--- src/design/ctrl_pkg.sv ---
package ctrl_pkg;

    ////////////////////////////////////////////////////////////////////////////
    // instruction opcodes
    ////////////////////////////////////////////////////////////////////////////

    // only these twelve are legal, anything else traps in decode
    typedef enum logic [5:0] {
        OP_ADD   = 6'o00,
        OP_SUB   = 6'o01,
        OP_AND   = 6'o02,
        OP_OR    = 6'o03,
        OP_XOR   = 6'o04,
        OP_ADDI  = 6'o05,
        OP_LOAD  = 6'o10,
        OP_STORE = 6'o11,
        OP_OUT   = 6'o12,
        OP_JUMP  = 6'o20,
        OP_NOP   = 6'o40,
        OP_HALT  = 6'o77
    } opcode_t;

    // alu function select, add doubles as the address adder
    typedef enum logic [2:0] {
        ALU_ADD  = 3'd0,
        ALU_SUB  = 3'd1,
        ALU_AND  = 3'd2,
        ALU_OR   = 3'd3,
        ALU_XOR  = 3'd4,
        ALU_PASS = 3'd5
    } alu_op_t;

    ////////////////////////////////////////////////////////////////////////////
    // dispatch codes latched by the datapath
    ////////////////////////////////////////////////////////////////////////////

    typedef enum logic [1:0] {
        MEM_NONE  = 2'd0,
        MEM_LOAD  = 2'd1,
        MEM_STORE = 2'd2,
        MEM_OUT   = 2'd3
    } mem_op_t;

    typedef enum logic [1:0] {
        WB_NONE = 2'd0,
        WB_ALU  = 2'd1,
        WB_MEM  = 2'd2,
        WB_PC   = 2'd3
    } wb_op_t;

    ////////////////////////////////////////////////////////////////////////////
    // stage states
    ////////////////////////////////////////////////////////////////////////////

    typedef enum logic [2:0] {
        IS_IDLE, IS_FETCH, IS_DECODE, IS_EXEC, IS_IMM_FETCH, IS_IMM_EXEC, IS_ADDR
    } issue_state_t;

    typedef enum logic [2:0] {
        MS_IDLE, MS_DISPATCH, MS_RD_WAIT, MS_RD, MS_WR_WAIT, MS_WR, MS_HS_WAIT, MS_HS_HOLD
    } mem_state_t;

    typedef enum logic [2:0] {
        WS_IDLE, WS_DISPATCH, WS_ALU, WS_MEM, WS_PC
    } wb_state_t;

endpackage

--- src/design/issue_stage.sv ---
`timescale 1ns/10ps

module issue_stage (
    input  logic              clk,
    input  logic              arst_n,
    input  ctrl_pkg::opcode_t opcode,
    input  logic              i_odv,
    input  logic              wb_idle,
    output logic              i_req,
    output logic              ir_load,
    output logic              alu_en,
    output ctrl_pkg::alu_op_t alu_op,
    output logic              alu_src_imm,
    output logic              mar_load,
    output logic              illegal,
    output logic              issue_idle
);
    import ctrl_pkg::*;

    issue_state_t state;
    issue_state_t state_nxt;
    issue_state_t dec_nxt;
    alu_op_t      alu_dec;
    alu_op_t      alu_sel;
    logic         dec_legal;

    ////////////////////////////////////////////////////////////////////////////
    // opcode decode
    ////////////////////////////////////////////////////////////////////////////

    always_comb
    begin
        alu_dec   = ALU_PASS;
        dec_nxt   = IS_IDLE;
        dec_legal = 1'b1;
        case (opcode)
            OP_ADD:   begin alu_dec = ALU_ADD; dec_nxt = IS_EXEC; end
            OP_SUB:   begin alu_dec = ALU_SUB; dec_nxt = IS_EXEC; end
            OP_AND:   begin alu_dec = ALU_AND; dec_nxt = IS_EXEC; end
            OP_OR:    begin alu_dec = ALU_OR;  dec_nxt = IS_EXEC; end
            OP_XOR:   begin alu_dec = ALU_XOR; dec_nxt = IS_EXEC; end
            // immediate needs the second instruction word first
            OP_ADDI:  begin alu_dec = ALU_ADD; dec_nxt = IS_IMM_FETCH; end
            OP_LOAD,
            OP_STORE,
            OP_OUT:   begin alu_dec = ALU_ADD; dec_nxt = IS_ADDR; end
            OP_JUMP,
            OP_NOP,
            OP_HALT:  dec_nxt = IS_IDLE;
            default:  dec_legal = 1'b0;
        endcase
    end

    // the second word overwrites the ir, so hold the function here
    always_ff @(posedge clk)
    begin
        if (state == IS_DECODE)
            alu_sel <= alu_dec;
    end

    ////////////////////////////////////////////////////////////////////////////
    // state machine
    ////////////////////////////////////////////////////////////////////////////

    always_ff @(posedge clk or negedge arst_n)
    begin
        if (!arst_n)
            state <= IS_IDLE;
        else
            state <= state_nxt;
    end

    always_comb
    begin
        state_nxt   = state;
        i_req       = 1'b0;
        ir_load     = 1'b0;
        alu_en      = 1'b0;
        alu_src_imm = 1'b0;
        mar_load    = 1'b0;
        illegal     = 1'b0;
        case (state)
            IS_IDLE:
                if (wb_idle)
                    state_nxt = IS_FETCH;
            IS_FETCH:
            begin
                i_req   = 1'b1;
                ir_load = i_odv;
                if (i_odv)
                    state_nxt = IS_DECODE;
            end
            IS_DECODE:
            begin
                illegal   = !dec_legal;
                state_nxt = dec_nxt;
            end
            IS_EXEC:
            begin
                alu_en    = 1'b1;
                state_nxt = IS_IDLE;
            end
            IS_IMM_FETCH:
            begin
                i_req   = 1'b1;
                ir_load = i_odv;
                if (i_odv)
                    state_nxt = IS_IMM_EXEC;
            end
            IS_IMM_EXEC:
            begin
                alu_en      = 1'b1;
                alu_src_imm = 1'b1;
                state_nxt   = IS_IDLE;
            end
            IS_ADDR:
            begin
                mar_load  = 1'b1;
                state_nxt = IS_IDLE;
            end
            default:
                state_nxt = IS_IDLE;
        endcase
    end

    // latched function only while it is being used
    assign alu_op = (state == IS_EXEC || state == IS_IMM_EXEC) ? alu_sel : ALU_ADD;

    assign issue_idle = (state == IS_IDLE);

endmodule

--- src/design/mem_stage.sv ---
`timescale 1ns/10ps

module mem_stage (
    input  logic              clk,
    input  logic              arst_n,
    input  logic              issue_idle,
    input  logic              bus_free,
    input  logic              d_odv,
    input  logic              hs_in,
    input  ctrl_pkg::mem_op_t mem_op,
    output logic              d_req,
    output logic              d_we,
    output logic              mdr_load,
    output logic              hs_out,
    output logic              mem_idle
);
    import ctrl_pkg::*;

    mem_state_t state;
    mem_state_t state_nxt;

    ////////////////////////////////////////////////////////////////////////////
    // state register
    ////////////////////////////////////////////////////////////////////////////

    always_ff @(posedge clk or negedge arst_n)
    begin
        if (!arst_n)
            state <= MS_IDLE;
        else
            state <= state_nxt;
    end

    ////////////////////////////////////////////////////////////////////////////
    // next state and control outputs
    ////////////////////////////////////////////////////////////////////////////

    always_comb
    begin
        state_nxt = state;
        d_req     = 1'b0;
        d_we      = 1'b0;
        mdr_load  = 1'b0;
        hs_out    = 1'b0;
        case (state)
            MS_IDLE:
                if (issue_idle)
                    state_nxt = MS_DISPATCH;
            MS_DISPATCH:
                case (mem_op)
                    MEM_LOAD:  state_nxt = MS_RD_WAIT;
                    MEM_STORE: state_nxt = MS_WR_WAIT;
                    MEM_OUT:   state_nxt = MS_HS_WAIT;
                    default:   state_nxt = MS_IDLE;
                endcase
            // write-back owns the bus while it waits for its data
            MS_RD_WAIT:
                if (bus_free)
                    state_nxt = MS_RD;
            MS_RD:
            begin
                d_req    = 1'b1;
                mdr_load = d_odv;
                if (d_odv)
                    state_nxt = MS_IDLE;
            end
            MS_WR_WAIT:
                if (bus_free)
                    state_nxt = MS_WR;
            MS_WR:
            begin
                d_req = 1'b1;
                d_we  = 1'b1;
                if (d_odv)
                    state_nxt = MS_IDLE;
            end
            // level handshake with the peripheral
            MS_HS_WAIT:
                if (hs_in)
                    state_nxt = MS_HS_HOLD;
            MS_HS_HOLD:
            begin
                hs_out = 1'b1;
                if (!hs_in)
                    state_nxt = MS_IDLE;
            end
            default:
                state_nxt = MS_IDLE;
        endcase
    end

    assign mem_idle = (state == MS_IDLE);

endmodule

--- src/design/pipe_ctrl.sv ---
`timescale 1ns/10ps

module pipe_ctrl (
    input  logic              clk,
    input  logic              arst_n,
    // issue stage
    input  ctrl_pkg::opcode_t opcode,
    input  logic              i_odv,
    output logic              i_req,
    output logic              ir_load,
    output logic              alu_en,
    output ctrl_pkg::alu_op_t alu_op,
    output logic              alu_src_imm,
    output logic              mar_load,
    output logic              illegal,
    // memory stage
    input  ctrl_pkg::mem_op_t mem_op,
    input  logic              d_odv,
    input  logic              hs_in,
    output logic              d_req,
    output logic              d_we,
    output logic              mdr_load,
    output logic              hs_out,
    // write-back stage
    input  ctrl_pkg::wb_op_t  wb_op,
    output logic              rf_we,
    output logic              wb_sel_mem,
    output logic              pc_load
);

    ////////////////////////////////////////////////////////////////////////////
    // stage interlock, each stage starts only off the idle of the one before
    ////////////////////////////////////////////////////////////////////////////

    logic issue_idle;
    logic mem_idle;
    logic wb_idle;
    logic bus_free;

    issue_stage issue0 (
        .clk         (clk),
        .arst_n      (arst_n),
        .opcode      (opcode),
        .i_odv       (i_odv),
        .wb_idle     (wb_idle),
        .i_req       (i_req),
        .ir_load     (ir_load),
        .alu_en      (alu_en),
        .alu_op      (alu_op),
        .alu_src_imm (alu_src_imm),
        .mar_load    (mar_load),
        .illegal     (illegal),
        .issue_idle  (issue_idle)
    );

    mem_stage mem0 (
        .clk        (clk),
        .arst_n     (arst_n),
        .issue_idle (issue_idle),
        .bus_free   (bus_free),
        .d_odv      (d_odv),
        .hs_in      (hs_in),
        .mem_op     (mem_op),
        .d_req      (d_req),
        .d_we       (d_we),
        .mdr_load   (mdr_load),
        .hs_out     (hs_out),
        .mem_idle   (mem_idle)
    );

    // also arbitrates the data bus against the memory stage
    wb_stage wb0 (
        .clk        (clk),
        .arst_n     (arst_n),
        .mem_idle   (mem_idle),
        .d_odv      (d_odv),
        .wb_op      (wb_op),
        .rf_we      (rf_we),
        .wb_sel_mem (wb_sel_mem),
        .pc_load    (pc_load),
        .wb_idle    (wb_idle),
        .bus_free   (bus_free)
    );

endmodule

--- src/design/wb_stage.sv ---
`timescale 1ns/10ps

module wb_stage (
    input  logic             clk,
    input  logic             arst_n,
    input  logic             mem_idle,
    input  logic             d_odv,
    input  ctrl_pkg::wb_op_t wb_op,
    output logic             rf_we,
    output logic             wb_sel_mem,
    output logic             pc_load,
    output logic             wb_idle,
    output logic             bus_free
);
    import ctrl_pkg::*;

    wb_state_t state;
    wb_state_t state_nxt;

    always_ff @(posedge clk or negedge arst_n)
    begin
        if (!arst_n)
            state <= WS_IDLE;
        else
            state <= state_nxt;
    end

    always_comb
    begin
        state_nxt = state;
        case (state)
            WS_IDLE:
                if (mem_idle)
                    state_nxt = WS_DISPATCH;
            WS_DISPATCH:
                case (wb_op)
                    WB_ALU:  state_nxt = WS_ALU;
                    WB_MEM:  state_nxt = WS_MEM;
                    WB_PC:   state_nxt = WS_PC;
                    default: state_nxt = WS_IDLE;
                endcase
            WS_MEM:
                if (d_odv)
                    state_nxt = WS_IDLE;
            default:
                state_nxt = WS_IDLE;
        endcase
    end

    // memory data is written in the same cycle it arrives
    assign wb_sel_mem = (state == WS_MEM) && d_odv;
    assign rf_we      = (state == WS_ALU) || wb_sel_mem;
    assign pc_load    = (state == WS_PC);

    assign wb_idle  = (state == WS_IDLE);
    // keep the memory stage off the bus until our data shows up
    assign bus_free = (state != WS_MEM);

endmodule

--- config.mk ---
export PLATFORM = sky130hd
export DESIGN_NAME = pipe_ctrl
export DESIGN_NICKNAME = d
export VERILOG_FILES = /design/src/design/ctrl_pkg.sv /design/src/design/issue_stage.sv /design/src/design/mem_stage.sv /design/src/design/pipe_ctrl.sv /design/src/design/wb_stage.sv
export SDC_FILE = /design/constraint.sdc
export NUM_CORES = 1
export LEC_CHECK = 0
export BUFFER_PORTS_ARGS = -buffer_cell sky130_fd_sc_hd__clkbuf_2
export CELL_PAD_IN_SITES_DETAIL_PLACEMENT = 1
export CELL_PAD_IN_SITES_GLOBAL_PLACEMENT = 1
export CORE_MARGIN = 2
export CORE_UTILIZATION = 36
export DETAILED_ROUTE_END_ITERATION = 8
export PLACE_DENSITY_LB_ADDON = 0.1
export REMOVE_ABC_BUFFERS = 1
export SLEW_MARGIN = 20
export SYNTH_ARGS = -nofsm -noshare
export SYNTH_HDL_FRONTEND = slang
export SYNTH_HIERARCHICAL = 1
export SYNTH_SLANG_ARGS = --single-unit
--- constraint.sdc ---
create_clock -name clk -period 1.7 [get_ports clk]
set_clock_uncertainty 0.1 [all_clocks]
set_input_delay 0.17 -clock clk [delete_from_list [all_inputs] [get_ports clk]]
set_output_delay 0.17 -clock clk [all_outputs]
set_load 0.1 [all_outputs]
==> results.cfg, run 1 <==
[outcome]
status = finished with violations
failed_checks = setup timing

[placement]
place_congestion = 0.760
postPlaceCellArea_mm2 = 0.00134
dp_slack_ns = -0.0334
hpwlAfterDp_mm = 1.94
io_buffers = 30

[critical_path]
criticalPathCategory = reg2out
arrival_ns = 1.53
reg2reg_setup_slack_ns = 0.17
r2r-end = issue0/state[0]
cp.required_ns = 1.43
timing.rr.start = wb0/state[1]
crit_path_end_kind = output pin
startpoint_type = flip-flop
reg2regPathDepth = 4
cp_max_fo = 3

[grt]
grt_pass1_vias = 993
grtUsageMet3 = 0.0398
grt_max_degree = 12
grtUsageMet1 = 0.223
busiest_layer = met2
grt_use_total = 0.194
met2_usage = 0.340
grt_pass1_wl_mm = 4.62
grt_antenna_before_repair = 0
overflow = 0

[pwr]
leakagePower_nw = 0.657
vdd_drop_max_mv = 1.30
p_per_area_mw_per_mm2 = 1790

[logic_synthesis]
synth_edf_count = 3
yosysUniqueCellTypes = 41
seq_area_frac_synth = 0.331
yosys_warnings = 6
ys_ff_latch = 12
avgSynthCellArea_um2 = 8.66
synthArstFlopShare = 0.750
synth-main-ff-cell = dfrtp_1
postSynthCellCount = 110
synthesis.area_um2 = 952

[route]
firstDrtPassIters = 4
vias = 967
wl_per_cell_um = 16.0
drt-initial-drc-count = 11
drc = 0
ant_nets = 0
vias_per_cell = 5.40
routed_wirelength_mm = 2.86

[worst_hold_path]
min-delay-start = hs_in
hp-class = in2reg
hold_depth = 3
min_to = mem0/state[0]

[floorplan]
die_x_um = 55.4
fp.dieArea_mm2 = 0.00307
rows = 18
io_pins = 31
core_region_area_mm2 = 0.00250
start_util = 0.381
die_y_um = 55.4

[sta]
drv_slew = 0
fmax_ghz = 0.556
min_period_ns = 1.80
maxSlewHeadroom = 0.638
final-setup-viol-count = 2
hold_ws_ns = 0.0950
rsz0062_at_grt = yes
finalWorstSetupSlack_ns = -0.0986
finalHoldViolations = 0
tightestPinTransition_ns = 0.537
finalCritPeriodShare = 1.06

[clocking]
clk_latency_ns = 0.29
cts_tree = built
root_buffer = clkbuf_4
htree_levels = 1
clock_path_buffers = 2
clk_pin_slew_ns = 0.10
cts_made_buffers = 3
cts.sinks = 12

[finish]
n_fill_cell = 284
design_area_mm2 = 0.00153
multi_input_area_um2 = 616
final-seq-area_um2 = 320
antennaDiodeCount = 0
syn2layout_area_growth_pct = 61.1
drive_gt1_frac = 0.463
fin_nets = 167

[flow_run]
maxCapViolCount = 0
-- power breakdown --
group	internal (mW)	total [mW]	switching [mW]	leakage (nW)
registers	0.393	0.527	0.135	0.136
logic	0.798	1.98	1.18	0.500
clock network	0.131	0.246	0.116	0.0210
-- sequential cells by signal, indices dropped and copies added (netlist names) --
signal / count
mem0/state: 3
issue0/state: 3
wb0/state: 3
issue0/alu_sel: 3
-- timing repair --
item	4_1_cts	5_1_grt
setup buffers	5	3
endpoints found under the hold margin	9	0
endpoints found under the setup margin	8	13
hold buffers	1	0
gates resized for setup	16	6
pin swaps	3	1
-- synth_stat cells, types with 4 or more instances --
| cell | n | area share |
|---|---|---|
| nor2b_1 | 5 | 0.033 |
| nor3_1 | 5 | 0.026 |
| nor2_1 | 9 | 0.035 |
| nand2_1 | 8 | 0.032 |
| nand2b_1 | 4 | 0.026 |
| and2_1 | 7 | 0.046 |
| buf_6 | 5 | 0.059 |
| a21oi_1 | 7 | 0.037 |
| buf_2 | 5 | 0.026 |
| nor3b_1 | 4 | 0.032 |
| dfrtp_1 | 9 | 0.24 |
-- worst max path at each step --
| stage | from | to | slack (ns) | cells after the start |
|---|---|---|---|---|
| floorplan | issue0/state[1] | alu_op[0] | -1.68 | 3 |
| global placement | issue0/state[1] | illegal | 0.03 | 5 |
| detailed placement | issue0/state[1] | illegal | -0.03 | 5 |
| CTS | issue0/state[2] | illegal | -0.06 | 5 |
| global route | issue0/state[2] | illegal | -0.19 | 5 |
| finish | issue0/state[2] | illegal | -0.1 | 5 |
-- placed cells by master, fill, tap and decap left out, types with 2 or more instances in the layout --
master / instances
nor3b_2: 2
ha_1: 2
a21oi_1: 6
inv_1: 3
nor2_1: 8
dfrtp_2: 4
clkbuf_4: 3
nor3b_1: 2
clkbuf_2: 14
edfxtp_1: 3
buf_4: 13
dfrtp_1: 5
nor2b_1: 4
and2_1: 2
o22ai_1: 2
o21ai_0: 3
nor4b_1: 2
nor3_1: 5
xnor2_1: 2
and2_4: 5
nor4_1: 2
a32oi_1: 2
buf_12: 16
nand2b_1: 2
nand2b_4: 2
nand2_1: 8
-- critical path, cell delays in order, from the launching register on --
cell	delay, ns
dfrtp_1	0.39
nand2b_4	0.17
nor2_4	0.12
o21ai_2	0.08
a2111oi_4	0.26
buf_12	0.22
-- stage by stage --
step	setup TNS [ns]	utilization	power, mW	cells
6_report	-0.123	0.614	2.75	179
5_1_grt	-0.676	0.614	2.88	179
4_1_cts	-0.0636	0.599	2.66	176
3_5_place_dp	-0.0334	0.538	2.28	166
3_3_place_gp	0	0.538	2.23	166
2_1_floorplan	-12.78	-	1.59	100
-- routing by layer --
metal	wire (um)	part of all wire
met1	1170	0.41
met3	121	0.042
met2	1490	0.52
met4	72	0.025
met5	0	0
-- cells by family (layout without fill, tap and decap cells) --
logic type | after synthesis | in the layout | synth area share
DFF | 12 | 12 | 0.331
muxes | 1 | 1 | 0.0105
xor gates and xnor gates | 3 | 3 | 0.0276
adders and majority gates | 2 | 2 | 0.0263
buffers and inverters | 14 | 53 | 0.101
AOI/OAI and AO/OA | 24 | 24 | 0.175
and+or+nand+nor | 54 | 54 | 0.329
-- layout make-up --
| type | instances | share of cell area |
|---|---|---|
| clock buffer | 4 | 0.0237 |
| inverter | 4 | 0.00979 |
| sequential | 12 | 0.209 |
| multi-input combinational | 84 | 0.401 |
| timing repair buffer | 45 | 0.332 |
| tap | 30 | 0.0245 |
(Power assumes the default switching activity.)
==> run 2: changes to the inputs <==
SYNTH_HIERARCHICAL = not set   (was 1)
==> results.cfg, run 2 <==
[floorplan]
fp.dieArea_mm2 = 0.00303
core_region_area_mm2 = 0.00248
die_x_um = 55.0
die_y_um = 55.0
start_util = 0.378
rows = 18
io_pins = 31

[logic_synthesis]
synthTopCellsByArea = dfrtp_1, edfxtp_1, and3_1, and3b_1, nor3b_1
ys_top_cells_by_count = dfrtp_1, nand2_1, and3_1
seq_area_frac_synth = 0.336
synthesis.area_um2 = 937
avgSynthCellArea_um2 = 9.01
yosysTopAreaCellShare = 0.240
synth-main-ff-cell = dfrtp_1
synth_most_common_cell = dfrtp_1
ys_ff_latch = 12
synthArstFlopShare = 0.750
yosysUniqueCellTypes = 42
yosys_warnings = 0
synth_edf_count = 3
synth_area_leader_cell = dfrtp_1
postSynthCellCount = 104

[grt]
grt_antenna_before_repair = 0
grt_pass1_wl_mm = 4.09
grt_max_degree = 14
grt_pass1_vias = 879
grt_use_total = 0.195
overflow = 0

[route]
vias = 938
ant_nets = 0
routed_wirelength_mm = 2.70
wl_per_cell_um = 15.8
drc = 0
vias_per_cell = 5.49
firstDrtPassIters = 4
drt-initial-drc-count = 6

[clocking]
cts_made_buffers = 3
htree_levels = 1
clk_latency_ns = 0.28
cts.sinks = 12
clock_path_buffers = 2
cts_tree = built
clk_pin_slew_ns = 0.07
root_buffer = clkbuf_4

[pwr]
vdd_drop_max_mv = 1.08
power_mw = 2.65
p_per_area_mw_per_mm2 = 1790
leakagePower_nw = 0.668

[finish]
antennaDiodeCount = 0
final_cell_mix = buf_12, clkbuf_2, buf_4
syn2layout_area_growth_pct = 57.9
drive_gt1_frac = 0.418
mostFrequentLayoutCell = buf_12
fin_nets = 159
n_fill_cell = 285

[critical_path]
crit_chain = nor3b_4 -> o21ai_1 -> and3b_2 -> buf_12
startpoint_type = flip-flop
cpPeakStageDelay_ns = 0.47
cp.required_ns = 1.43
criticalPathCategory = reg2out
arrival_ns = 1.52
timing.rr.start = issue0.state[0]
crit_start = issue0.state[0]
cp_slowest_cell = dfrtp_2
crit_path_end_kind = output pin
cp_max_fo = 6

[sta]
min_period_ns = 1.79
final-setup-viol-count = 6
finalHoldViolations = 0
maxSlewHeadroom = 0.766
finalWorstSetupSlack_ns = -0.0901
fin_tns_setup_ns = -0.237
drv_slew = 0
fmax_ghz = 0.559
finalCritPeriodShare = 1.05
tightestPinTransition_ns = 0.351
rsz0062_at_grt = yes

[placement]
place_congestion = 0.758
io_buffers = 30
hpwlAfterDp_mm = 2.07

[worst_hold_path]
hp-class = in2reg
min-delay-start = i_odv

[outcome]
status = finished with violations
failed_checks = setup timing

[flow_run]
maxCapViolCount = 0
## run 2: path summary, 6_finish.rpt
path / depth (start not counted) / slack [ns] / end
max in group asynchronous: 2 / 1.09 / issue0.state[0]
min reg2reg: 1 / 0.47 / wb0.state[0]
min in group asynchronous: 2 / 0.18 / wb0.state[2]
min: 3 / 0.13 / issue0.state[1]
max reg2reg: 4 / 0.23 / mem0.state[0]
max: 4 / -0.09 / illegal
## run 2: cell families (layout without fill, tap and decap cells)
group,Yosys count,after routing,synth area share
xor+xnor,4,4,0.0374
flops,12,12,0.336
buf+inv,13,50,0.0761
simple gates,51,51,0.355
mux,1,1,0.0107
fa+ha+maj,2,2,0.0267
compound gates,21,21,0.158
## run 2: area by class of cell
type	instances	area [um^2]	area share
multi-input combinational	79	587	0.396
inverter	5	18.8	0.0127
sequential	12	320	0.216
tap	30	37.5	0.0254
timing repair buffer	41	480	0.325
clock buffer	4	36.3	0.0245
## run 2: power breakdown
| part | switching, mW | internal (mW) | leakage, nW |
|---|---|---|---|
| clock | 0.101 | 0.130 | 0.0210 |
| combinational | 1.12 | 0.738 | 0.511 |
| sequential | 0.171 | 0.394 | 0.136 |
## run 2: what timing repair did
action	in CTS	in global routing
setup endpoints to repair	10	11
endpoints found under the hold margin	9	0
pin swaps	1	2
cloned	0	0
gates resized for setup	7	5
setup buffers	2	2
hold buffers	1	0
## run 2: metal layers
metal  GRT usage  wire (um)
met1       0.236       1130
met2       0.337       1400
met3      0.0161        101
met4       0.110         59
met5           0          0
## run 2: worst max-delay path: cells and delay by family, from the launching register on
kind,cells,cell delay (ns)
buffers and inverters,1,0.17
DFF,1,0.47
and+or+nand+nor,2,0.51
AOI/OAI and AO/OA,1,0.09
## run 2: metrics by stage
step / util / instances / area [um^2] / hold WS [ns] / setup slack, ns
floorplan: - / 96 / 885 / -0.226 / -1.45
global placement: 0.548 / 162 / 1360 / -0.0628 / 0.180
detailed placement: 0.548 / 162 / 1360 / -0.0544 / 0.0988
CTS: 0.580 / 169 / 1440 / 0.109 / -0.114
global route: 0.597 / 171 / 1480 / 0.148 / -0.164
finish: 0.597 / 171 / 1480 / 0.125 / -0.0901
==> run 3: changes to the inputs <==
ABC_AREA = 1   (was not set)
CORE_MARGIN = not set   (was 2)
CORE_UTILIZATION = 34   (was 36)
==> results.cfg, run 3 <==
[worst_hold_path]
hp-class = in2reg

[sta]
tightestPinTransition_ns = 0.426
final-setup-viol-count = 7
drv_slew = 0
min_period_ns = 1.76
finalHoldViolations = 0
finalWorstSetupSlack_ns = -0.0594
hold_ws_ns = 0.0841
maxSlewHeadroom = 0.714
finalCritPeriodShare = 1.03
fmax_ghz = 0.568
rsz0062_at_grt = yes

[outcome]
status = finished with violations
failed_checks = setup timing

[grt]
grt_pass1_vias = 886
grt_antenna_before_repair = 0
grt_use_total = 0.175
grt_max_degree = 10
grt_pass1_wl_mm = 3.71
overflow = 0

[clocking]
clock_path_buffers = 2
htree_levels = 1
root_buffer = clkbuf_4
cts_tree = built
clk_latency_ns = 0.29
cts_made_buffers = 3
cts.sinks = 12
clk_pin_slew_ns = 0.09

[logic_synthesis]
postSynthCellCount = 139
avgSynthCellArea_um2 = 6.80
seq_area_frac_synth = 0.334
yosysTopAreaCellShare = 0.238
synth-main-ff-cell = dfrtp_1
synth_edf_count = 3
synth_most_common_cell = nand2_1
yosys_warnings = 0
ys_top_cells_by_count = nand2_1, inv_1, nor2_1
synthesis.area_um2 = 945
synthArstFlopShare = 0.750
yosysUniqueCellTypes = 21
synthTopCellsByArea = dfrtp_1, nand2_1, edfxtp_1, inv_1, nor2_1
synth_area_leader_cell = dfrtp_1
ys_ff_latch = 12

[critical_path]
cp.required_ns = 1.43
cp_max_fo = 4
criticalPathCategory = reg2out
crit_path_end_kind = output pin
reg2reg_setup_slack_ns = 0.29
startpoint_type = flip-flop
arrival_ns = 1.49

[route]
routed_wirelength_mm = 2.60
ant_nets = 0
vias_per_cell = 4.91
wl_per_cell_um = 12.5
firstDrtPassIters = 4
drc = 0
drt-initial-drc-count = 8
vias = 1022

[finish]
mostFrequentLayoutCell = nand2_1
fin_nets = 196
final_cells = 208
multi_input_area_um2 = 598
drive_gt1_frac = 0.399
antennaDiodeCount = 0
n_fill_cell = 334
final-seq-area_um2 = 319
final_cell_mix = nand2_1, inv_1, clkbuf_2
utilization = 0.582
syn2layout_area_growth_pct = 56.8

[floorplan]
io_pins = 31
start_util = 0.371
fp.dieArea_mm2 = 0.00299
die_x_um = 54.7
rows = 18
core_region_area_mm2 = 0.00254
die_y_um = 54.7

[pwr]
p_per_area_mw_per_mm2 = 1680
leakagePower_nw = 0.747
vdd_drop_max_mv = 1.63
power_mw = 2.49

[flow_run]
maxCapViolCount = 0

[placement]
place_congestion = 0.803
dp.cells = 200
io_buffers = 30
hpwlAfterDp_mm = 1.96
run 3: logic make-up after synthesis:
group	share of synthesized area
compound gates	0.0689
simple gates	0.460
fa+ha+maj	0.0265
buf+inv	0.111
flops	0.334
run 3: worst max-delay path, stage by stage, from the launching register on:
cell     delay (ns)
dfrtp_2        0.43
buf_4          0.15
nor3_4         0.21
nor2_4         0.09
nor2_4         0.13
buf_12         0.18
run 3: layer usage:
layer	wire (um)	track usage	part of all wire	vias up
li1	-	-	-	521
met1	1150	0.221	0.44	472
met2	1330	0.297	0.51	27
met3	85	0.0250	0.033	2
met4	24	0.0641	0.0092	0
met5	0	0	0	-
run 3: power by group:
part	leakage (nW)	internal, mW	switching (mW)
registers	0.139	0.394	0.144
clock network	0.0154	0.0856	0.111
logic	0.593	0.575	1.18
run 3: final cells by class:
cell class,count,area share
repair buffers,36,0.270
clock buffers,3,0.0152
multi-input cells,100,0.404
clock inverters,1,0.00253
well taps,30,0.0253
inverters,26,0.0676
flip-flops and latches,12,0.215
run 3: worst paths after layout:
| check | start | end | depth (start not counted) |
|---|---|---|---|
| max reg2reg | issue0.state[1] | issue0.state[0] | 9 |
| min in group asynchronous | arst_n | issue0.state[1] | 2 |
| min reg2reg | wb0.state[0] | wb0.state[2] | 2 |
| max in group asynchronous | arst_n | issue0.state[0] | 2 |
| min | i_odv | issue0.state[0] | 4 |
| max | issue0.state[1] | alu_op[0] | 5 |
run 3: through the flow:
stage               cell area, um^2  setup slack (ns)  setup TNS [ns]
finish                         1480           -0.0594          -0.237
global route                   1480            -0.122          -0.602
CTS                            1400           -0.0586          -0.237
detailed placement             1340             0.141               0
global placement               1340             0.148               0
floorplan                       937             -1.84          -13.51
run 3: repair_timing:
item,CTS,global route
cloned,0,0
pin swaps,0,6
setup endpoints to repair,8,7
hold endpoints to repair,9,0
hold buffers,1,0
setup buffers,0,3
gates resized for setup,8,12
